[config.mk]
export PLATFORM = sky130hd
export DESIGN_NAME = infer_ctrl
export DESIGN_NICKNAME = d
export VERILOG_FILES = /design/src/design/nn_pkg.sv /design/src/design/infer_ctrl.sv
export VERILOG_INCLUDE_DIRS = /design/src /design/src/design
export SDC_FILE = /design/constraint.sdc
export NUM_CORES = 1
export LEC_CHECK = 0
export BUFFER_PORTS_ARGS = -buffer_cell sky130_fd_sc_hd__buf_2
export CORE_AREA = 2 2 39 41
export DETAILED_ROUTE_END_ITERATION = 8
export DIE_AREA = 0 0 41 43
export PLACE_DENSITY = 0.47
export SYNTH_ARGS = -nofsm -noshare
export SYNTH_HDL_FRONTEND = slang
export SYNTH_SLANG_ARGS = --single-unit
[constraint.sdc]
create_clock -name clk_i -period 1 [get_ports clk_i]
set_input_delay 0.1 -clock clk_i [delete_from_list [all_inputs] [get_ports clk_i]]
set_output_delay 0.1 -clock clk_i [all_outputs]
set_load 0.05 [all_outputs]
[src/design/nn_consts.svh]
`ifndef NN_CONSTS_SVH
`define NN_CONSTS_SVH

// inputs per neuron
`define NN_FANIN 8
// hidden neurons
`define NN_HIDDEN 8

`define NN_PIX_W 4
// unsigned 1.7 fixed point
`define NN_W_W 8
`define NN_ACT_W 10
// 15-bit hidden sum down to a 10-bit activation
`define NN_ACT_SHIFT 5

`define NN_SUM_W 23
`define NN_LOSS_W 46
`define NN_TGT_W 4
`define NN_ADDR_W 3

`endif

[src/design/nn_pkg.sv]
`default_nettype none

`include "nn_consts.svh"

package nn_pkg;

    // scalar data
    typedef logic [`NN_PIX_W-1:0]  pixel_t;
    typedef logic [`NN_W_W-1:0]    weight_t;
    typedef logic [`NN_ACT_W-1:0]  act_t;

    // weights of one hidden neuron, element i goes with pixel i
    typedef weight_t [`NN_FANIN-1:0] hidden_row_t;

    // one image
    typedef pixel_t [`NN_FANIN-1:0] pixel_vec_t;

    // hidden layer outputs
    typedef act_t [`NN_HIDDEN-1:0] act_vec_t;

    // output neuron results
    typedef logic [`NN_SUM_W-1:0]  sum_t;
    typedef logic [`NN_LOSS_W-1:0] loss_t;
    typedef logic [`NN_TGT_W-1:0]  target_t;

endpackage

`default_nettype wire

[src/design/infer_ctrl.sv]
`timescale 1ns/10ps
`default_nettype none

`include "nn_consts.svh"

module infer_ctrl (
    input  wire logic            clk_i,
    input  wire logic            rst_i,
    input  wire logic            start_i,
    input  wire nn_pkg::target_t target_i,
    output logic                 final_en_o,
    output logic                 loss_en_o,
    output nn_pkg::target_t      target_o,
    output logic                 done_o
);

    logic            v1_q;
    logic            v2_q;
    logic            v3_q;
    nn_pkg::target_t tgt1_q;
    nn_pkg::target_t tgt2_q;

    // one valid bit per stage, a new start may enter every cycle
    always_ff @(posedge clk_i or negedge rst_i) begin
        if (!rst_i) begin
            v1_q <= 1'b0;
            v2_q <= 1'b0;
            v3_q <= 1'b0;
        end else begin
            v1_q <= start_i;
            v2_q <= v1_q;
            v3_q <= v2_q;
        end
    end

    // target follows its pixels down to the loss stage
    always_ff @(posedge clk_i or negedge rst_i) begin
        if (!rst_i) begin
            tgt1_q <= '0;
            tgt2_q <= '0;
        end else begin
            tgt1_q <= target_i;
            tgt2_q <= tgt1_q;
        end
    end

    assign final_en_o = v1_q;
    assign loss_en_o  = v2_q;
    assign target_o   = tgt2_q;
    assign done_o     = v3_q;

    a_done_from_start: assert property (
        @(posedge clk_i) disable iff (!rst_i)
        done_o |-> $past(start_i, 3)
    ) else $error("done without a start three cycles earlier");

endmodule

`default_nettype wire

==> results.yml <==
logic_synthesis:
  netlist_area_um2: 275
  synth_cell_type_count: 1
  syn_inst: 11
  synth.avg_cell_area_um2: 25.0
  yosysSeqAreaShare_pct: 100
  synth_seq_cells: 11
  ys.warnings.count: 0
  synthesis.nets: 18
floorplan:
  initial_core_util_pct: 19.9
  die_y_um: 43
  core_area_um2: 1380
  io_pins: 14
  die-area_um2: 1760
  num_rows: 14
  die-width_um: 41
pwr:
  static-leakage-power_nw: 0.219
  worst_ir_drop_vdd_v: 0.000860
  p_per_area_nw_per_um2: 1910
clocking:
  cts_resized: 0
  cts_tree: "built"
  clockRootBuffer: "clkbuf_4"
  clk_pin_slew_ns: 0.06
  clk_latency_ns: 0.26
  numClockSinks: 11
  htreeDepth: 1
  numCtsBuffers: 3
  clock_path_buffers: 2
routing:
  wl_per_cell_um: 7.54
  vias: 168
  drc: 0
  drtIter0Drc: 0
  viasPerCell: 3.36
  ant_nets: 0
  routed_wl_um: 377
  drt_pre_antenna_iters: 1
worst_setup_path:
  cp-end-kind: "output pin"
  cp_max_fo: 2
  critPathTopFamily: "flip-flops"
  cp.arrival_ns: 0.85
  crit_chain: "buf_2"
  worstSetupPathType: "flip-flop to output pin"
  cp_slowest_stage_delay_ns: 0.34
  cpMaxStageDelayCell: "dfrtp_1"
  required_ns: 0.90
  crit_path_start_kind: "flip-flop"
  path_buf_inv: 1
global_routing:
  overflow: 0
  grt_max_degree: 12
  antenna_found_initial: 0
  track_usage_pct: 6.03
  grt_pass1_wl_um: 565
  grt_pass1_vias: 151
timing:
  rsz0062_at_grt: "false"
  worstMarginPinSlew_ns: 0.249
  finalCritPeriodShare_pct: 95.0
  finalSetupViolCount: 0
  finalHoldViolCount: 0
  tns_ns: 0
  post-route-min-period_ns: 0.950
  hold_ws_ns: 0.230
  max_freq_mhz: 1050
  finalClockSkew_ns: 0.00133
  slew_headroom_pct: 83.5
  maxSlewViolCount: 0
finish:
  multi_input_area_um2: 0
  layout.nets: 42
  insertedDiodeCount: 0
  area_delta_synth_final_pct: 62.3
  layout-drive-gt1-share_pct: 47.1
  multi_input_cells: 0
placed_design:
  place.gp.congestion: 0.582
  io_buffers: 13
run_status:
  outcome: "complete, no violations"
min_path:
  min_path_type: "input port to async pin"
job:
  drv_cap: 0
==> registers in the layout, summed over array words and instances, names as in the netlist <==
register / flops
loss_en_o: 1
done_o: 1
target_o: 4
tgt1_q: 4
final_en_o: 1
==> cells by family (layout without fill, tap and decap cells) <==
| group | after synthesis | in the layout | synth area share, % |
|---|---|---|---|
| buffers and inverters | 0 | 23 | 0 |
| flip-flops | 11 | 11 | 100 |
==> synth_stat cells <==
cell,instances,area [um2]
dfrtp_1,11,275
==> worst paths after layout <==
path                            from           to  slack [ns]  cells past startpoint
setup / recovery           loss_en_o    loss_en_o        0.05                      1
hold / removal                 rst_i    loss_en_o        0.23                      2
setup reg to reg           loss_en_o       done_o        0.52                      0
hold reg to reg            tgt1_q[2]  target_o[2]        0.35                      0
max in group asynchronous      rst_i    tgt1_q[3]        0.58                      2
min in group clk_i         tgt1_q[2]  target_o[2]        0.35                      0
==> cells in the final DEF (no fill, tap or decap) <==
cell	netlist	final
clkbuf_4	0	3
clkbuf_1	0	1
dlygate4sd3_1	0	6
dfrtp_1	11	11
buf_2	0	13
==> routing by layer <==
metal / share of wire [%] / GRT usage (%) / up-vias
li1: - / - / 80
met1: 40 / 4.44 / 73
met4: 5.0 / 8.00 / 0
met3: 14 / 6.28 / 2
met5: 0 / 0 / -
met2: 40 / 6.88 / 13
==> power breakdown <==
| group | leakage, nW | switching [mW] | internal [mW] | total, mW |
|---|---|---|---|---|
| Clock | 0.0150 | 0.123 | 0.154 | 0.277 |
| Sequential | 0.128 | 0.00556 | 0.467 | 0.473 |
| Combinational | 0.0762 | 0.0699 | 0.0332 | 0.103 |
==> per-stage QoR <==
stage | worst slack [ns] | util (%) | area (um2) | power (mW) | instances
6_report | 0.0496 | 32.3 | 447 | 0.853 | 50
5_1_grt | 0.0144 | 32.3 | 447 | 0.899 | 50
4_1_cts | 0.0320 | 32.3 | 447 | 0.873 | 50
3_5_place_dp | 0.322 | 26.0 | 360 | 0.568 | 40
3_3_place_gp | 0.334 | 26.0 | 360 | 0.566 | 40
2_1_floorplan | 0.240 | - | 275 | 0.534 | 11
==> timing repair <==
item / in CTS / in global routing
hold endpoints to repair: 16 / 0
setup endpoints to repair: 0 / 0
hold buffers: 6 / 0
buffers inserted: 0 / 0
==> final cells by class <==
cell class	instances	area, um2
tap	16	20.0
fill	142	937
timing repair buffer	19	125
clock buffer	4	26.3
sequential	11	275
No activity file was read; power rests on OpenSTA's default activity.
