File: src/design/nn_consts.svh
`ifndef NN_CONSTS_SVH
`define NN_CONSTS_SVH

// inputs per neuron
`define NN_FANIN 8
// hidden neurons
`define NN_HIDDEN 8

`define NN_PIX_W 4
// unsigned 1.7 fixed point
`define NN_W_W 8
`define NN_ACT_W 10
// 15-bit hidden sum down to a 10-bit activation
`define NN_ACT_SHIFT 5

`define NN_SUM_W 23
`define NN_LOSS_W 46
`define NN_TGT_W 4
`define NN_ADDR_W 3

`endif

File: src/design/nn_pkg.sv
`default_nettype none

`include "nn_consts.svh"

package nn_pkg;

    // scalar data
    typedef logic [`NN_PIX_W-1:0]  pixel_t;
    typedef logic [`NN_W_W-1:0]    weight_t;
    typedef logic [`NN_ACT_W-1:0]  act_t;

    // weights of one hidden neuron, element i goes with pixel i
    typedef weight_t [`NN_FANIN-1:0] hidden_row_t;

    // one image
    typedef pixel_t [`NN_FANIN-1:0] pixel_vec_t;

    // hidden layer outputs
    typedef act_t [`NN_HIDDEN-1:0] act_vec_t;

    // output neuron results
    typedef logic [`NN_SUM_W-1:0]  sum_t;
    typedef logic [`NN_LOSS_W-1:0] loss_t;
    typedef logic [`NN_TGT_W-1:0]  target_t;

endpackage

`default_nettype wire

File: src/design/output_neuron.sv
`timescale 1ns/10ps
`default_nettype none

`include "nn_consts.svh"

module output_neuron (
    input  wire logic             clk_i,
    input  wire logic             rst_i,
    input  wire logic             en_i,
    input  wire logic             loss_en_i,
    input  wire nn_pkg::target_t  target_i,
    input  wire nn_pkg::act_vec_t act_i,
    input  wire nn_pkg::weight_t  weights_i [`NN_HIDDEN],
    output nn_pkg::sum_t          final_o,
    output nn_pkg::loss_t         loss_o,
    output logic                  end_check_o
);

    nn_pkg::sum_t  w_ext [`NN_HIDDEN];
    nn_pkg::sum_t  final_d;
    nn_pkg::sum_t  final_q;
    logic signed [`NN_LOSS_W-1:0] diff;
    nn_pkg::loss_t loss_d;
    nn_pkg::loss_t loss_q;

    // weights zero extended to the sum width
    always_comb begin
        for (int j = 0; j < `NN_HIDDEN; j++) begin
            w_ext[j] = nn_pkg::sum_t'(weights_i[j]);
        end
    end

    // weighted sum of the activations
    always_comb begin
        final_d = '0;
        for (int j = 0; j < `NN_HIDDEN; j++) begin
            final_d = final_d + (nn_pkg::sum_t'(act_i[j]) * w_ext[j]);
        end
    end

    always_ff @(posedge clk_i or negedge rst_i) begin
        if (!rst_i) begin
            final_q <= '0;
        end else if (en_i) begin
            final_q <= final_d;
        end
    end

    assign final_o = final_q;

    // target here is the one that travelled with this sum
    assign end_check_o = (final_q == '0) && (target_i == '0);

    // squared error, difference may go negative for a small sum
    always_comb begin
        diff   = signed'(nn_pkg::loss_t'(final_q)) - signed'(nn_pkg::loss_t'(target_i));
        loss_d = nn_pkg::loss_t'(diff * diff);
    end

    // a zero sum leaves the previous loss in place
    always_ff @(posedge clk_i or negedge rst_i) begin
        if (!rst_i) begin
            loss_q <= '0;
        end else if (loss_en_i && (final_q != '0)) begin
            loss_q <= loss_d;
        end
    end

    assign loss_o = loss_q;

    a_loss_holds_on_zero: assert property (
        @(posedge clk_i) disable iff (!rst_i)
        (loss_en_i && (final_q == '0)) |=> $stable(loss_o)
    ) else $error("loss changed after a zero sum");

endmodule

`default_nettype wire

File: config.mk
export PLATFORM = sky130hd
export DESIGN_NAME = output_neuron
export DESIGN_NICKNAME = d
export VERILOG_FILES = /design/src/design/nn_pkg.sv /design/src/design/output_neuron.sv
export VERILOG_INCLUDE_DIRS = /design/src /design/src/design
export SDC_FILE = /design/constraint.sdc
export NUM_CORES = 2
export LEC_CHECK = 0
export ABC_AREA = 1
export BUFFER_PORTS_ARGS = -buffer_cell sky130_fd_sc_hd__buf_2
export CORE_MARGIN = 2
export CORE_UTILIZATION = 30
export CTS_CLUSTER_DIAMETER = 100
export DETAILED_ROUTE_END_ITERATION = 7
export GPL_TIMING_DRIVEN = 0
export SLEW_MARGIN = 20
export SYNTH_ARGS = -nofsm -noshare
export SYNTH_HDL_FRONTEND = slang
export SYNTH_SLANG_ARGS = --single-unit
File: constraint.sdc
create_clock -name clk_i -period 22.7 [get_ports clk_i]
set_input_delay 2.27 -clock clk_i [delete_from_list [all_inputs] [get_ports clk_i]]
set_output_delay 2.27 -clock clk_i [all_outputs]
set_load 0.1 [all_outputs]
==> summary.md <==
| Metric | Value |
|---|---|
| Syn Inst Count | `5,486` |
| Clk_lat worst skew | `0.39 ns` |
| Clock root buffer | `clkbuf_16` |
| Final worst slack | `11.82 ns` |
| Post-layout util | `roughly a third` |
| RSZ-0062 raised after global routing | `no` |
| Largest net degree at the start of global routing | `46` |
| Initial core utilization | `30.3%` |
| Post-DP HPWL | `123,000 um` |
| Largest family of logic cells by synthesized area | `adder cells` |
| Final Cycle Share | `47.9%` |
| Ports | `222` |
| Worst EP required | `22.96 ns` |
| Sequential area share after synthesis | `3.79%` |
| Largest stage delay on the critical path | `0.93 ns` |
| Sink Count | `68` |
| Worst R2R Path Depth | `35` |
| Vias in the first global route | `36,200` |
| Post-layout min period | `~11 ns` |
| Peak Freq | `0.0919 GHz` |
| Synth Area in Compound Gates | `roughly 2.1%` |
| Worst setup endpoint | `loss_o[45]` |
| WL/cell | `18.0 um` |
| Port bufs | `76` |
| FFs w/ async S/R, synth | `100%` |
| Final TNS setup | `0 ns` |
| Via/cell ratio | `around 4.4` |
| Top FF cell, synth | `dfrtp_1` |
| Max Transition Viols Final | `0` |
| Setup Fix Bufs, Post-CTS | `0` |
| Max-Cap Viols | `0` |
| Slew Limit Headroom | `15.6%` |
| CTS max path bufs | `2` |
| Yosys reg bits | `68` |
| Worst setup SP type | `primary input` |
| Share of cells above drive strength 1 | `3.13%` |
| XOR/XNOR Fraction of Synth Area | `0.694%` |
| Total GRT Usage | `18.2%` |
| Die ar. | `153,000 sq um` |
| Most used cell, CP | `nand2_1` |
| Max FO, Critical Path | `10` |
| Gpl congestion | `0.957` |
| Fin. Hold Viols | `0` |
| Gr ovfl total | `0` |
| DRT Wirelength | `~140,000 um` |
| FP Rows | `141` |
| Final setup fails | `0` |
| NumNets Final | `between 7,000 and 8,000` |
| Worst Min Path Start | `loss_o[27]` |
| Hold Crit Class | `reg2reg` |
| Core area | `approximately 150,000 sq um` |
| DRT Pass-1 Iters | `6` |
| Drt first-iter violations | `~1,900` |
| Residual DRC | `0` |
| WS Path Type | `in2reg` |
| Post-synthesis simple-gate area fraction | `15.1%` |
| Synthesis Warnings | `0` |
| First-pass GRT wire length | `approximately 210,000 um` |
| Final setup skew | `around 0.011 ns` |
| Mapped cell area | `44,900 sq um` |
| Critical Path AT | `roughly 11 ns` |
| # hold bufs at CTS | `0` |
| Reg2reg start | `final_o[0]` |
| Worst slack at placement | `between 10 and 15 ns` |
| R2r setup slk | `approximately 13 ns` |
| Post-synthesis adder-cell area fraction | `61.5%` |
| Initial antenna violation count | `12` |
| Worst Setup SP | `target_i[2]` |
| # resized after CTS | `0` |
| Slew @ Worst Pin | `1.26 ns` |
| R2R Path End | `loss_o[45]` |
| TritonCTS clock tree | `built` |
| H-tree depth | `3` |
| Status | `finished, final reports clean` |
| Post-DRT Antenna Nets | `0` |
| DIE HEIGHT | `around 400 um` |
| Netlist cell types | `43` |
| Mux cell area share after synthesis | `0.0251%` |
| Area Growth Syn to Fin | `7.02%` |
| CTS Buf Count | `9` |
| EDFF count, synth | `0` |
| CP endpoint kind | `flop` |
| Syn_area_per_cell | `slightly above 8 sq um` |
| Chip width | `391 um` |
| Worst-path clk slew | `roughly 0.060 ns` |
| Via count | `33,400` |
| Slowest cell on crit path | `fa_1` |
## Yosys cell counts, drive strengths merged, types with 2 or more instances
library cell,n,area [sq um]
a21o,6,45.0
dfrtp,68,1700
nand2,1215,4580
conb,2,7.51
nand2b,2,12.5
nor3,10,50.1
xor2,18,180
nand3,103,538
ha,375,4690
a21oi,81,405
fa,1143,22900
buf,66,312
nor2,311,1240
or2,10,62.6
nand4,23,144
clkbuf,131,492
o21ai,65,329
clkinv,6,22.5
nand3b,14,105
o21bai,13,97.6
inv,1798,6750
o22ai,2,12.5
xnor2,15,131
a21boi,2,15.0
## worst max-delay path: cells and delay by family
family | cells | cell delay (ns)
adders and majority gates | 9 | 4.91
and+or+nand+nor | 17 | 2.30
buffers and inverters | 9 | 1.46
AOI/OAI and AO/OA | 1 | 0.16
## registers in the layout (all words and copies together) (netlist names)
register / cells
final_o: 23
loss_o: 45
## layout make-up
class	instances	area (sq um)
fillers	15800	100000
diodes	2	5.00
well taps	1930	2410
clock buffers	10	239
clock inverters	6	46.3
flip-flops and latches	68	1700
inverters	1804	6770
repair buffers	77	410
multi-input cells	3424	35600
plain buffers	197	803
## placed cells by master, fill, tap and decap left out, drive strengths merged, types with 18 or more instances in the layout
| cell type | instances |
|---|---|
| a21oi | 81 |
| nor2 | 311 |
| fa | 1143 |
| o21ai | 65 |
| clkbuf | 141 |
| nand2 | 1215 |
| nand4 | 23 |
| xor2 | 18 |
| buf | 143 |
| nand3 | 103 |
| inv | 1800 |
| ha | 375 |
| dfrtp | 68 |
## per-layer routing
metal | vias up | routed length (um) | global-route usage, %
li1 | 15400 | - | -
met1 | 16900 | 55600 | 22.7
met2 | 880 | 65600 | 31.3
met3 | 183 | 9800 | 4.25
met4 | 14 | 3940 | 4.94
met5 | - | 91 | 0
## cells by family (layout without fill, tap and decap cells)
logic type      count (synthesis)  count (layout)
buf+inv                      2001            2094
other cells                     2              11
flops                          68              68
simple gates                 1691            1691
mux                             1               1
xor+xnor                       33              33
compound gates                172             172
fa+ha+maj                    1518            1518
## worst min-delay path by stage
stage	slack, ns	depth (start not counted)	endpoint
finish	0.48	2	loss_o[27]
global route	0.50	2	loss_o[4]
CTS	0.48	2	loss_o[4]
detailed placement	0.47	2	loss_o[27]
global placement	0.46	2	loss_o[30]
floorplan	0.98	2	loss_o[35]
## per-stage QoR
stage | hold slack, ns | instances | area [sq um]
after detailed placement | 0.467 | 7500 | 47700
after global routing | 0.499 | 7518 | 48000
final | 0.477 | 7518 | 48000
after floorplan | 0.980 | 5493 | 44900
after global placement | 0.462 | 7499 | 47700
after CTS | 0.481 | 7516 | 48000
Power is left out: the tool's default activity adds up to more than one toggle a clock period on the data nets, which glitch-free logic cannot reach.
