File: src/design/nn_consts.svh
`ifndef NN_CONSTS_SVH
`define NN_CONSTS_SVH

// inputs per neuron
`define NN_FANIN 8
// hidden neurons
`define NN_HIDDEN 8

`define NN_PIX_W 4
// unsigned 1.7 fixed point
`define NN_W_W 8
`define NN_ACT_W 10
// 15-bit hidden sum down to a 10-bit activation
`define NN_ACT_SHIFT 5

`define NN_SUM_W 23
`define NN_LOSS_W 46
`define NN_TGT_W 4
`define NN_ADDR_W 3

`endif

File: src/design/nn_pkg.sv
`default_nettype none

`include "nn_consts.svh"

package nn_pkg;

    // scalar data
    typedef logic [`NN_PIX_W-1:0]  pixel_t;
    typedef logic [`NN_W_W-1:0]    weight_t;
    typedef logic [`NN_ACT_W-1:0]  act_t;

    // weights of one hidden neuron, element i goes with pixel i
    typedef weight_t [`NN_FANIN-1:0] hidden_row_t;

    // one image
    typedef pixel_t [`NN_FANIN-1:0] pixel_vec_t;

    // hidden layer outputs
    typedef act_t [`NN_HIDDEN-1:0] act_vec_t;

    // output neuron results
    typedef logic [`NN_SUM_W-1:0]  sum_t;
    typedef logic [`NN_LOSS_W-1:0] loss_t;
    typedef logic [`NN_TGT_W-1:0]  target_t;

endpackage

`default_nettype wire

File: src/design/hidden_layer.sv
`timescale 1ns/10ps
`default_nettype none

`include "nn_consts.svh"

module hidden_layer (
    input  wire logic               clk_i,
    input  wire logic               rst_i,
    input  wire logic               en_i,
    input  wire nn_pkg::pixel_vec_t pixels_i,
    input  wire nn_pkg::hidden_row_t weights_i [`NN_HIDDEN],
    output nn_pkg::act_vec_t        act_o
);

    // pixel times weight
    localparam int PROD_W = `NN_PIX_W + `NN_W_W;
    // sum of all products, 15 bits
    localparam int HSUM_W = PROD_W + $clog2(`NN_FANIN);
    // one spare bit so an overflow would show
    localparam int HACC_W = HSUM_W + 1;

    nn_pkg::act_vec_t act_d;
    nn_pkg::act_vec_t act_q;

    genvar j;
    generate
        for (j = 0; j < `NN_HIDDEN; j++) begin : g_neuron
            logic [HACC_W-1:0] acc;

            // unsigned multiply-accumulate over the fan-in
            always_comb begin
                acc = '0;
                for (int i = 0; i < `NN_FANIN; i++) begin
                    acc = acc + (HACC_W'(pixels_i[i]) * HACC_W'(weights_i[j][i]));
                end
            end

            // truncating scale, keep the top bits of the sum
            assign act_d[j] = acc[HSUM_W-1:`NN_ACT_SHIFT];

            a_sum_fits: assert property (
                @(posedge clk_i) disable iff (!rst_i)
                en_i |-> (acc[HSUM_W] == 1'b0)
            ) else $error("hidden sum %0d overflows %0d bits", j, HSUM_W);
        end
    endgenerate

    // activations held until the next start
    always_ff @(posedge clk_i or negedge rst_i) begin
        if (!rst_i) begin
            act_q <= '0;
        end else if (en_i) begin
            act_q <= act_d;
        end
    end

    assign act_o = act_q;

endmodule

`default_nettype wire

File: config.mk
export PLATFORM = sky130hd
export DESIGN_NAME = hidden_layer
export DESIGN_NICKNAME = d
export VERILOG_FILES = /design/src/design/nn_pkg.sv /design/src/design/hidden_layer.sv
export VERILOG_INCLUDE_DIRS = /design/src /design/src/design
export SDC_FILE = /design/constraint.sdc
export NUM_CORES = 2
export LEC_CHECK = 0
export BUFFER_PORTS_ARGS = -buffer_cell sky130_fd_sc_hd__buf_2
export CAP_MARGIN = 20
export CORE_ASPECT_RATIO = 0.8
export CORE_MARGIN = 2
export CORE_UTILIZATION = 25
export DETAILED_ROUTE_END_ITERATION = 8
export PLACE_DENSITY_LB_ADDON = 0.05
export SYNTH_ARGS = -nofsm -noshare
export SYNTH_HDL_FRONTEND = slang
export SYNTH_SLANG_ARGS = --single-unit
File: constraint.sdc
create_clock -name clk_i -period 1.05 [get_ports clk_i]
set_input_delay 0.0525 -clock clk_i [delete_from_list [all_inputs] [get_ports clk_i]]
set_output_delay 0.0525 -clock clk_i [all_outputs]
set_load 0.02 [all_outputs]
==> metrics.md <==
| Metric | Value |
|---|---|
| Final TNS setup | `-406.38 ns` |
| Yosys top cell by area | `fa_1` |
| Failing checks | `setup timing` |
| Post-synthesis sequential area ratio | `0.0292` |
| Boundary Pins | `627` |
| Cell depth of the worst setup path | `24` |
| Status | `finished, violations left` |
| Cell area after synthesis | `68500 um^2` |
| Final worst-path cycle share | `6.10` |
| Syn Area/Cell | `around 9.3 um^2` |
| RSZ-0062 raised after global routing | `yes` |
| Largest delay share family, worst path | `adder cells` |
| Yosys cell types | `between 60 and 70` |
| Global-route wire length before repair | `between 300000 and 400000 um` |
| Worst skew pair latency | `approximately 0.36 ns` |
| Max incr delay on CP | `0.62 ns` |
| Total congestion overflow | `0` |
| Initial antenna violation count | `184` |
| Clk root buf | `clkbuf_16` |
| WL/cell | `23.3 um` |
| Peak Freq | `156 MHz` |
| Post-synthesis async set-or-reset flop share | `1.00` |
| Die H | `472 um` |
| Max stage delay cell, worst path | `fa_1` |
| Vias | `51900` |
| Vias/cell | `4.15` |
| Final GP Congestion | `between 0.8 and 0.9` |
| CP Class | `input pin to flop` |
| Syn Nets | `10300` |
| Buf/Inv on CP | `7` |
| Worst hold stages | `3` |
| MaxCap Viol Count | `0` |
| Final antenna-violating net count | `0` |
| Synth Register Bits | `80` |
| DP HPWL | `259000 um` |
| Ys flop type | `dfrtp_1` |
| Final nets | `between 10000 and 15000` |
| # H-tree levels | `3` |
| Layout Utilization | `0.326` |
| Yosys top cell area share | `0.536` |
| Tmin final | `6.41 ns` |
| DRC viols | `0` |
| Drt pass-1 iters | `5` |
| Synth warn | `0` |
| Fin. Hold Viols | `0` |
| Final slew viol count | `0` |
| Post-Route WL | `slightly below 300000 um` |
| CP Data Required Time | `1.31 ns` |
| Final setup violation count | `80` |
| Worst setup margin | `-5.36 ns` |
| Data arrival time of the critical path | `6.67 ns` |
| Largest net degree at the start of global routing | `38` |
| Cell Rows | `171` |
| Post-synth EDFFs | `0` |
| GRT Util Overall | `0.204` |
| CP Cell Sequence | `buf_12 -> buf_12 -> buf_8 -> buf_6 -> buf_6 -> and2_4 -> fa_1 -> inv_1 -> fa_1 -> inv_2 -> fa_2 -> fa_2 -> fa_1 -> fa_2 -> fa_2 -> fa_1 -> ha_4 -> a21o_1 -> nand2_2 -> o21ai_4 -> o31ai_4 -> a21boi_2 -> or3_1 -> a31o_2` |
| Slew @ Worst Pin | `0.442 ns` |
| Gate count of the mapped netlist | `7335` |
| Area Growth Syn to Fin | `29.4%` |
| Fraction of layout cells with a size suffix above 1 | `0.258` |
| Vias in the first global route | `59700` |
| Die footprint | `278000 um^2` |
| R2R depth | `2` |
| Register clock-pin slew on the reported worst setup and hold paths | `0.07 ns` |
| Initial DRC count | `1701` |
| # placed instances | `12200` |
| CTS Sinks | `80` |
| Critical path endpoint category | `flop` |
| Initial Util | `0.252` |
| Hold Path Class | `input pin to flop` |
| DIE WIDTH | `589 um` |
| Fin cells | `12500` |
| TritonCTS clock tree | `built` |
| CTS Buffer Depth | `2` |
| Core area | `272000 um^2` |
| Skew final | `0 ns` |
| CTS Buf Count | `9` |
| Dominant cells by area after synthesis | `fa_1, inv_1, and2_1` |
| Slew headroom | `0.705` |
| Max FFs per register | `80` |
| CP Launch Type | `input pin` |
| Port bufs | `626` |
| Worst-path maximum fanout | `6` |
==> kinds of logic (layout without fill, tap and decap cells) <==
group / count (synthesis) / in the layout / synth area share
XOR/XNOR: 49 / 49 / 0.00627
buffers and inverters: 2371 / 3847 / 0.130
adder cells (fa/ha/maj): 2408 / 2408 / 0.641
multiplexers: 42 / 42 / 0.00694
flip-flops: 80 / 80 / 0.0292
AO/OA/AOI/OAI: 163 / 163 / 0.0163
AND/OR/NAND/NOR: 2222 / 2222 / 0.170
other: 0 / 62 / 0
==> worst min-delay path: cells and delay by family <==
kind | cells | cell delay [ns]
compound gates | 1 | 0.08
buf+inv | 2 | 0.34
==> what timing repair did <==
action / 4_1_cts / 5_1_grt
gates cloned: 13 / 27
gates resized for setup: 401 / 411
hold endpoints to repair: 80 / 0
endpoints found under the setup margin: 85 / 96
hold buffers: 1 / 0
buffers inserted: 104 / 74
pin swaps: 233 / 300
==> stage by stage <==
stage	worst slack [ns]	hold WS, ns	area (um^2)
2_1_floorplan	-5.19	-0.243	69500
3_3_place_gp	-5.96	0.0220	83000
3_5_place_dp	-6.03	0.0219	83000
4_1_cts	-5.44	0.140	85900
5_1_grt	-5.48	0.153	88500
6_report	-5.36	0.147	88600
==> cell usage after synthesis (2+ instances only) <==
| library cell | instances |
|---|---|
| nor2b_1 | 9 |
| a211o_1 | 2 |
| a31oi_1 | 5 |
| o21ai_1 | 3 |
| nand3_1 | 15 |
| and4b_1 | 4 |
| o21ai_0 | 23 |
| a21o_1 | 19 |
| o21a_1 | 10 |
| ha_1 | 576 |
| clkbuf_1 | 237 |
| and3_1 | 5 |
| xor2_1 | 21 |
| o211ai_1 | 2 |
| fa_1 | 1832 |
| a2111o_1 | 2 |
| o2111a_1 | 2 |
| nor3b_1 | 2 |
| o2111ai_1 | 6 |
| mux2_2 | 40 |
| nor2_1 | 29 |
| nand4_1 | 6 |
| nand2b_1 | 17 |
| nand2_1 | 865 |
| a21boi_0 | 6 |
| o41ai_1 | 2 |
| xnor2_1 | 28 |
| nor3_1 | 14 |
| a21oi_1 | 47 |
| or3_1 | 8 |
| o2bb2ai_1 | 3 |
| buf_1 | 2 |
| nand4b_1 | 6 |
| and2_1 | 1229 |
| a31o_2 | 5 |
| inv_1 | 2132 |
| a211oi_1 | 5 |
| or2_2 | 3 |
| dfrtp_1 | 80 |
| o31ai_1 | 6 |
| nor4_1 | 5 |
| o211a_1 | 3 |
==> worst paths after layout <==
kind | slack [ns] | endpoint | startpoint
worst max-delay path | -5.36 | act_o[27] | pixels_i[11]
worst min-delay path | 0.15 | act_o[77] | en_i
worst max register to register | 0.13 | act_o[17] | act_o[17]
worst min register to register | 0.49 | act_o[62] | act_o[62]
max in group asynchronous | 0.39 | act_o[40] | rst_i
min in group asynchronous | 0.17 | act_o[39] | rst_i
==> layout make-up <==
cell class	count	area (um^2)
clock buffers	11	233
repair buffers	1699	14000
well taps	3633	4550
flip-flops and latches	80	2000
diodes	62	155
inverters	2132	8000
clock inverters	5	57.6
multi-input cells	4884	59600
fillers	29100	183000
==> placed cells by master, fill, tap and decap left out, types with 8 or more instances in the layout <==
master and n:
nand2_2 25, and2_4 61, o21a_1 9, and2_1 1169, nand2_1 829, nor2_1 25
a21o_1 18, nand2b_1 13, buf_16 13, ha_1 548, diode_2 62, nand2_4 10
xnor2_1 18, ha_4 26, mux2_2 12, buf_12 104, o21ai_2 8, buf_8 26
inv_2 85, mux2_4 29, xnor2_2 10, xor2_1 15, nor2b_1 8, clkbuf_16 36
a21oi_1 19, fa_1 1656, fa_2 176, inv_1 2047, dfrtp_1 80, buf_2 590
buf_4 820, a21oi_2 23, buf_6 114
==> layer usage <==
layer	vias to the layer above	global-route usage	part of all wire
met4	108	0.0452	0.028
li1	23700	-	-
met2	771	0.459	0.62
met1	26900	0.182	0.31
met3	366	0.0297	0.038
met5	-	0	0.0023
Power is left out: the tool's default activity adds up to more than one toggle a clock period on the data nets, which glitch-free logic cannot reach.
