`src/design/nn_consts.svh`:
```
`ifndef NN_CONSTS_SVH
`define NN_CONSTS_SVH

// inputs per neuron
`define NN_FANIN 8
// hidden neurons
`define NN_HIDDEN 8

`define NN_PIX_W 4
// unsigned 1.7 fixed point
`define NN_W_W 8
`define NN_ACT_W 10
// 15-bit hidden sum down to a 10-bit activation
`define NN_ACT_SHIFT 5

`define NN_SUM_W 23
`define NN_LOSS_W 46
`define NN_TGT_W 4
`define NN_ADDR_W 3

`endif

```
`src/design/nn_pkg.sv`:
```
`default_nettype none

`include "nn_consts.svh"

package nn_pkg;

    // scalar data
    typedef logic [`NN_PIX_W-1:0]  pixel_t;
    typedef logic [`NN_W_W-1:0]    weight_t;
    typedef logic [`NN_ACT_W-1:0]  act_t;

    // weights of one hidden neuron, element i goes with pixel i
    typedef weight_t [`NN_FANIN-1:0] hidden_row_t;

    // one image
    typedef pixel_t [`NN_FANIN-1:0] pixel_vec_t;

    // hidden layer outputs
    typedef act_t [`NN_HIDDEN-1:0] act_vec_t;

    // output neuron results
    typedef logic [`NN_SUM_W-1:0]  sum_t;
    typedef logic [`NN_LOSS_W-1:0] loss_t;
    typedef logic [`NN_TGT_W-1:0]  target_t;

endpackage

`default_nettype wire

```
`src/design/weight_bank.sv`:
```
`timescale 1ns/10ps
`default_nettype none

`include "nn_consts.svh"

module weight_bank #(
    parameter type entry_t = nn_pkg::weight_t
) (
    input  wire logic                  clk_i,
    input  wire logic                  rst_i,
    input  wire logic                  wr_en_i,
    input  wire logic [`NN_ADDR_W-1:0] wr_addr_i,
    input  wire entry_t                wr_data_i,
    output entry_t                     entries_o [1 << `NN_ADDR_W]
);

    localparam int DEPTH = 1 << `NN_ADDR_W;

    entry_t mem_q [DEPTH];

    // one write port, cleared at reset
    always_ff @(posedge clk_i or negedge rst_i) begin
        if (!rst_i) begin
            for (int k = 0; k < DEPTH; k++) begin
                mem_q[k] <= '0;
            end
        end else if (wr_en_i) begin
            mem_q[wr_addr_i] <= wr_data_i;
        end
    end

    // every entry visible at once
    assign entries_o = mem_q;

    // a write with X bits would poison every later inference
    a_wr_data_known: assert property (
        @(posedge clk_i) disable iff (!rst_i)
        wr_en_i |-> !$isunknown({wr_addr_i, wr_data_i})
    ) else $error("weight bank write with unknown address or data");

endmodule

`default_nettype wire

```
`config.mk`:
```
export PLATFORM = sky130hd
export DESIGN_NAME = weight_bank
export DESIGN_NICKNAME = d
export VERILOG_FILES = /design/src/design/nn_pkg.sv /design/src/design/weight_bank.sv
export VERILOG_INCLUDE_DIRS = /design/src /design/src/design
export SDC_FILE = /design/constraint.sdc
export NUM_CORES = 1
export LEC_CHECK = 0
export BUFFER_PORTS_ARGS = -buffer_cell sky130_fd_sc_hd__buf_2
export CAP_MARGIN = 25
export CORE_MARGIN = 4
export CORE_UTILIZATION = 54
export DETAILED_ROUTE_END_ITERATION = 7
export GPL_ROUTABILITY_DRIVEN = 0
export PLACE_DENSITY_LB_ADDON = 0.25
export SLEW_MARGIN = 30
export SYNTH_ARGS = -nofsm -noshare
export SYNTH_HDL_FRONTEND = slang
export SYNTH_SLANG_ARGS = --single-unit
```
`constraint.sdc`:
```
create_clock -name clk_i -period 1.9 [get_ports clk_i]
set_clock_uncertainty 0.2 [all_clocks]
set_input_delay 0.095 -clock clk_i [delete_from_list [all_inputs] [get_ports clk_i]]
set_output_delay 0.095 -clock clk_i [all_outputs]
set_load 0.01 [all_outputs]
```
==> metrics.md, run 1 <==
| Metric | Value |
|---|---|
| Seq pwr share | `47.0%` |
| DRC errors left | `0` |
| Slew Viols, Final | `0` |
| Commonest cells after routing, fill and taps aside | `77 x buf_2, 64 x mux2_2, 64 x dfrtp_1` |
| Syn Inst Count | `143` |
| Worst reg-to-reg path cell count | `1` |
| Drt first-iter violations | `between 70 and 80` |
| Startpoint Class | `input port` |
| Die height | `around 75 microns` |
| Crit path buf inv count | `1` |
| Fmax | `between 0.8 and 0.9 GHz` |
| Postcts setup bufs | `0` |
| Area grow syn2layout | `30.9%` |
| Layout cells sized above 1 | `slightly below 70%` |
| Sw Share | `between 20% and 30%` |
| Syn avg cell area | `between 15 and 20 sq um` |
| TritonCTS clock tree | `done` |
| Slowest-stage cell, CP | `nand4b_1` |
| Final #Nets | `251` |
| Initial core utilization | `a little under three fifths` |
| CTS H-tree depth | `3` |
| Routed Antenna Nets | `0` |
| Antenna violations before repair | `0` |
| Number of global-route vias before repair | `approximately 1600` |
| Critical Path RT | `between 1500 and 2000 ps` |
| Commonest non-fill, non-tap cell in the layout | `buf_2` |
| Setup TNS | `0 ps` |
| Global Route Usage Sum | `approximately a fifth` |
| R2R Path End | `entries_o[60]$_DFFE_PN0P_` |
| Clock latency on the worst-skew pair | `around 330 ps` |
| CP cell instances | `buf_2 -> nand4b_1 -> mux2_2` |
| Crit share post-route | `around 65%` |
| CTS Buffer Depth | `2` |
| Hold Buf Count CTS | `9` |
| Setup crit start | `wr_addr_i[1]` |
| Internal power | `2.80 mW` |
| Final instance area | `between 3000 and 4000 sq um` |
| Synthesized Nets | `157` |
| CP Class | `input port to flop` |
| Worst setup EP type | `flop` |
| Max VDD drop | `678 uV` |
| Slowest Stage Delay on Critical Path | `between 500 and 600 ps` |
| Min-Delay Path Class | `input port to asynchronous set/reset pin` |
| Worst setup endpoint | `entries_o[21]$_DFFE_PN0P_` |
| Antenna Cells | `0` |
| Final WL | `around 5.3 mm` |
| I/O Buffers | `77` |
| Seq cells post-synth | `64` |
| Clk pwr share | `30.1%` |
| Io pins | `between 70 and 80` |
| CP Depth | `3` |
| Register-to-register setup slack | `930 ps` |
| Gr ovfl total | `0` |
| Synth cell types | `9` |
| DR pass1 iterations | `3` |
| CTS resizes | `0` |
| Core Area | `between 4000 and 5000 sq um` |
| Warnings, synthesis | `0` |
| Synth Cell Area | `2450 sq um` |
| # rows | `24` |
| Vias per cell | `between 5 and 6` |
| Placed Area | `a little under 3000 sq um` |
| Drt wl/cell | `18.1 microns` |
| Combinational Power Share | `a little under a quarter` |
| Fill cell count | `~300` |
| Core Util, Final | `73.2%` |
| CTS buffer count | `9` |
| Rel. slew slack | `between 60% and 70%` |
| Setup Viol. Count Final | `0` |
| Pwr Density | `1200 nW/um^2` |
| Max cap viols | `0` |
| Die area | `around 5700 sq um` |
| Cell family with most CP delay | `simple AND/OR/NAND/NOR gates` |
| Detailed placement HPWL | `~3.8 mm` |
| Worst-Margin Slew | `~560 ps` |
| Max reg flops | `64` |
| Final hold violations | `0` |
| Die X | `between 70 and 80 microns` |
| Clock net sink count | `64` |
| First-pass GRT wire length | `8.31 mm` |
| Vias | `roughly 1500` |
| Total leakage power | `approximately 1.5 nW` |
| P_sw | `about 1.1 mW` |
| Root Buffer | `clkbuf_8` |
| RR Startpoint | `entries_o[60]$_DFFE_PN0P_` |
| Non-Filler Instances | `294` |
| Peak fanout along the critical path | `8` |
| Clk slew on worst S/H paths | `~60 ps` |
| Critical Path AT | `roughly 1200 ps` |
| Post-synthesis sequential area ratio | `65.3%` |
| Largest net degree at the start of global routing | `45` |
| RSZ-0062 raised after global routing | `false` |
| Status | `completed` |
| DP Cell Count | `about 270` |
| Fin crit period | `roughly 1200 ps` |
[cell families after synthesis]
kind of cell  count (synthesis)  share of synthesized area, %
mux                          64                          29.4
buf+inv                       7                          1.79
flops                        64                          65.3
simple gates                  8                          3.52
[worst min path at each step]
stage                from                         to  depth (start not counted)
CTS                 rst_i  entries_o[14]$_DFFE_PN0P_                          2
detailed placement  rst_i  entries_o[10]$_DFFE_PN0P_                          1
finish              rst_i  entries_o[10]$_DFFE_PN0P_                          2
global placement    rst_i  entries_o[20]$_DFFE_PN0P_                          1
global route        rst_i  entries_o[35]$_DFFE_PN0P_                          2
floorplan           rst_i   entries_o[0]$_DFFE_PN0P_                          0
[cell type report]
type / instances / area [sq um] / area share (%)
clock buffer: 13 / 159 / 4.95
clock inverter: 3 / 40.0 / 1.25
multi-input combinational: 72 / 826 / 25.7
sequential: 64 / 1600 / 49.9
tap: 52 / 65.1 / 2.03
timing repair buffer: 90 / 518 / 16.1
[Yosys cell counts]
cell type,count,area share [%]
mux2_2,64,29
buf_6,1,0.46
nor4b_4,1,0.97
dfrtp_1,64,65
nor4bb_1,3,1.2
buf_4,1,0.31
buf_2,5,1.0
nand4b_1,3,1.1
nand4_1,1,0.26
[routing by layer]
layer	part of all wire, %	up-vias	track usage, %
li1	-	705	-
met1	41	775	25.2
met2	51	51	32.8
met3	6.9	6	5.67
met4	1.5	0	9.90
met5	0	-	0
[metrics by stage]
stage / total power, mW / hold WS [ps] / setup slack (ps)
2_1_floorplan: 2.27 / -401 / 514
3_3_place_gp: 2.67 / -139 / 397
3_5_place_dp: 2.72 / -110 / 328
4_1_cts: 3.91 / 67.1 / 699
5_1_grt: 4.06 / 102 / 623
6_report: 3.85 / 64.4 / 674
[power by group through the flow]
stage | logic [mW] | registers [mW] | clock network, mW
global placement | 0.852 | 1.82 | 0
CTS | 0.903 | 1.81 | 1.20
finish | 0.882 | 1.81 | 1.16
floorplan | 0.296 | 1.97 | 0
global route | 0.957 | 1.85 | 1.26
detailed placement | 0.888 | 1.83 | 0
(Power assumes the default switching activity.)
==> run 2, diff against run 1 <==
--- a/config.mk
+++ b/config.mk
@@ -9,7 +9,7 @@
 export BUFFER_PORTS_ARGS = -buffer_cell sky130_fd_sc_hd__buf_2
 export CAP_MARGIN = 25
 export CORE_MARGIN = 4
-export CORE_UTILIZATION = 54
+export CORE_UTILIZATION = 50
 export DETAILED_ROUTE_END_ITERATION = 7
 export GPL_ROUTABILITY_DRIVEN = 0
 export PLACE_DENSITY_LB_ADDON = 0.25
==> constraint.sdc (replaced) <==
create_clock -name clk_i -period 1.15 [get_ports clk_i]
set_clock_uncertainty 0.2 [all_clocks]
set_input_delay 0.0575 -clock clk_i [delete_from_list [all_inputs] [get_ports clk_i]]
set_output_delay 0.0575 -clock clk_i [all_outputs]
set_load 0.01 [all_outputs]
==> run 2 against run 1 <==
  * Via count up 2.8%
  * Worst setup slack worse by 640 ps
  * Clock power up 62%
  * Critical endpoint is now entries_o[52]
==> metrics.md, run 2 (synthesis gave the netlist of run 1 again) <==
| Metric | Value |
|---|---|
| Antenna violations before repair | `0 (unchanged)` |
| Vias per cell | `4.91 (-6.1%)` |
| Max reg flops | `64 (unchanged)` |
| Met1 Use GR | `23.6% (-1.7 points)` |
| Root Buffer | `clkbuf_8` |
| Vias | `1580 (+2.8%)` |
| Max VDD drop | `1070 uV (+58%)` |
| Worst-Margin Slew | `327 ps (-231 ps)` |
| Setup Viol. Count Final | `0 (unchanged)` |
| Commonest cells after routing, fill and taps aside | `75 x buf_2, 64 x dfrtp_1, 39 x mux2_2` |
| CTS H-tree depth | `3 (unchanged)` |
| Final hold violations | `0 (unchanged)` |
| Cell family with most CP delay | `flip-flops` |
| Global Route Usage Sum | `18.8% (-1.5 points)` |
| Placed Area | `3110 sq um (+6.4%)` |
| Peak fanout along the critical path | `2 (-6)` |
| Core Area | `4720 sq um (+7.7%)` |
| Final instance area | `3480 sq um (+8.4%)` |
| Drt wl/cell | `17.2 microns (-4.7%)` |
| Min-Delay Path Class | `input port to asynchronous set/reset pin` |
| CP Class | `flop to primary output` |
| RSZ-0062 raised after global routing | `true` |
| Fmax | `0.893 GHz` |
| Commonest non-fill, non-tap cell in the layout | `buf_2` |
| Critical Path AT | `860 ps (-380 ps)` |
| Total leakage power | `1.71 nW (+11%)` |
| Die height | `78.0 microns (+3.5%)` |
| Clk slew on worst S/H paths | `70 ps (about the same)` |
| Pwr Density | `1900 nW/um^2 (+58%)` |
| Layout cells sized above 1 | `69.0% (+1.7 points)` |
| Io pins | `78 (unchanged)` |
| Largest net degree at the start of global routing | `65 (+44%)` |
| # rows | `25 (+4.2%)` |
| DRC errors left | `0 (unchanged)` |
| I/O Buffers | `77 (unchanged)` |
| Most used routing layer | `met2` |
| Max cap viols | `0 (unchanged)` |
| Fill cell count | `301 (+1.7%)` |
| Detailed placement HPWL | `3.91 mm (+2.3%)` |
| CP cell instances | `buf_2` |
| Routed Antenna Nets | `0 (unchanged)` |
| Final #Nets | `264 (+5.2%)` |
| Core Util, Final | `73.6% (+0.44 points)` |
| Final hold slack | `82.3 ps (+17.9 ps)` |
| Number of global-route vias before repair | `1655 (+1.1%)` |
| CTS Buffer Depth | `2 (unchanged)` |
| DP Cell Count | `289 (+7.4%)` |
| Non-Filler Instances | `322 (+9.5%)` |
| CTS buffer count | `9 (unchanged)` |
| Fin crit period | `1120 ps` |
| Worst reg-to-reg path cell count | `2 (+1)` |
| Slowest Stage Delay on Critical Path | `400 ps (-130 ps)` |
| Rel. slew slack | `78.2% (+16 points)` |
| Startpoint Class | `flop` |
| Global Route met2 Usage | `30.6% (-2.2 points)` |
| Clock latency on the worst-skew pair | `320 ps (about the same)` |
| Die X | `78.0 microns (+3.5%)` |
| Met3 track demand over resource | `4.47% (-1.2 points)` |
| Status | `completed` |
| Clock net sink count | `64 (unchanged)` |
| Gr ovfl total | `0 (unchanged)` |
| Drt first-iter violations | `89 (+22%)` |
| Die area | `6090 sq um (+7.1%)` |
| Final WL | `5.55 mm (+4.3%)` |
| Area grow syn2layout | `41.8%` |
| CP Depth | `1 (-2)` |
| Slowest-stage cell, CP | `dfrtp_1` |
| Worst setup EP type | `primary output` |
| Critical Path RT | `890 ps (-1020 ps)` |
| Slew Viols, Final | `0 (unchanged)` |
| Antenna Cells | `0 (unchanged)` |
| First-pass GRT wire length | `8.67 mm (+4.3%)` |
| DR pass1 iterations | `4 (+1)` |
| Initial core utilization | `51.9% (-4.0 points)` |
| Crit share post-route | `between 90 and 100%` |
| TritonCTS clock tree | `done` |
| Crit path buf inv count | `1 (unchanged)` |
run 2: cell types whose count changed in the layout (fill, tap and decap cells not counted):
| cell | previous run | this run |
|---|---|---|
| buf_12 | 1 | 4 |
| buf_2 | 77 | 75 |
| buf_4 | 3 | 12 |
| buf_6 | 0 | 2 |
| clkbuf_4 | 0 | 1 |
| mux2_2 | 64 | 39 |
| mux2_4 | 0 | 25 |
| nor4bb_2 | 3 | 2 |
| nor4bb_4 | 0 | 1 |
run 2: power breakdown:
group,switching [mW],total [mW],internal [mW]
logic,0.732,1.69,0.960
clock network,0.770,1.88,1.11
registers,0.266,3.02,2.75
run 2: layout make-up:
class	instances	area, sq um	area share, %
Clock inverter	3	40.0	1.15
Sequential cell	64	1600	46.0
Timing Repair Buffer	103	666	19.1
Clock buffer	13	159	4.57
Tap cell	67	83.8	2.41
Multi-Input combinational cell	72	928	26.7
run 2: worst paths after layout:
kind	start	endpoint	slack, ps
max reg2reg	entries_o[52]$_DFFE_PN0P_	entries_o[52]$_DFFE_PN0P_	50
min	rst_i	entries_o[26]$_DFFE_PN0P_	80
min reg2reg	entries_o[21]$_DFFE_PN0P_	entries_o[21]$_DFFE_PN0P_	300
min in group clk_i	wr_en_i	entries_o[13]$_DFFE_PN0P_	150
max in group asynchronous	rst_i	entries_o[8]$_DFFE_PN0P_	400
max	entries_o[52]$_DFFE_PN0P_	entries_o[52]	30
run 2: per-stage QoR:
stage / power [mW] / setup TNS, ps / setup slack, ps
after CTS: 6.58 / 0 / 9.04
after global routing: 6.93 / -35.7 / -14.2
after global placement: 4.57 / -9440 / -257
after detailed placement: 4.64 / -11630 / -311
final: 6.59 / 0 / 30.2
after floorplan: 3.88 / -5470 / -179
run 2: per-layer routing:
layer | part of all wire (%) | wire length, microns | vias to the layer above
met5 | 0 | 0 | -
met4 | 0.87 | 48 | 0
met3 | 4.3 | 239 | 5
met2 | 52 | 2900 | 43
met1 | 43 | 2360 | 805
li1 | - | - | 727
run 2: repair_timing:
action,CTS,global route
hold buffers,9,0
setup buffers,0,8
hold endpoints to repair,128,0
endpoints found under the setup margin,0,23
gates resized for setup,0,4
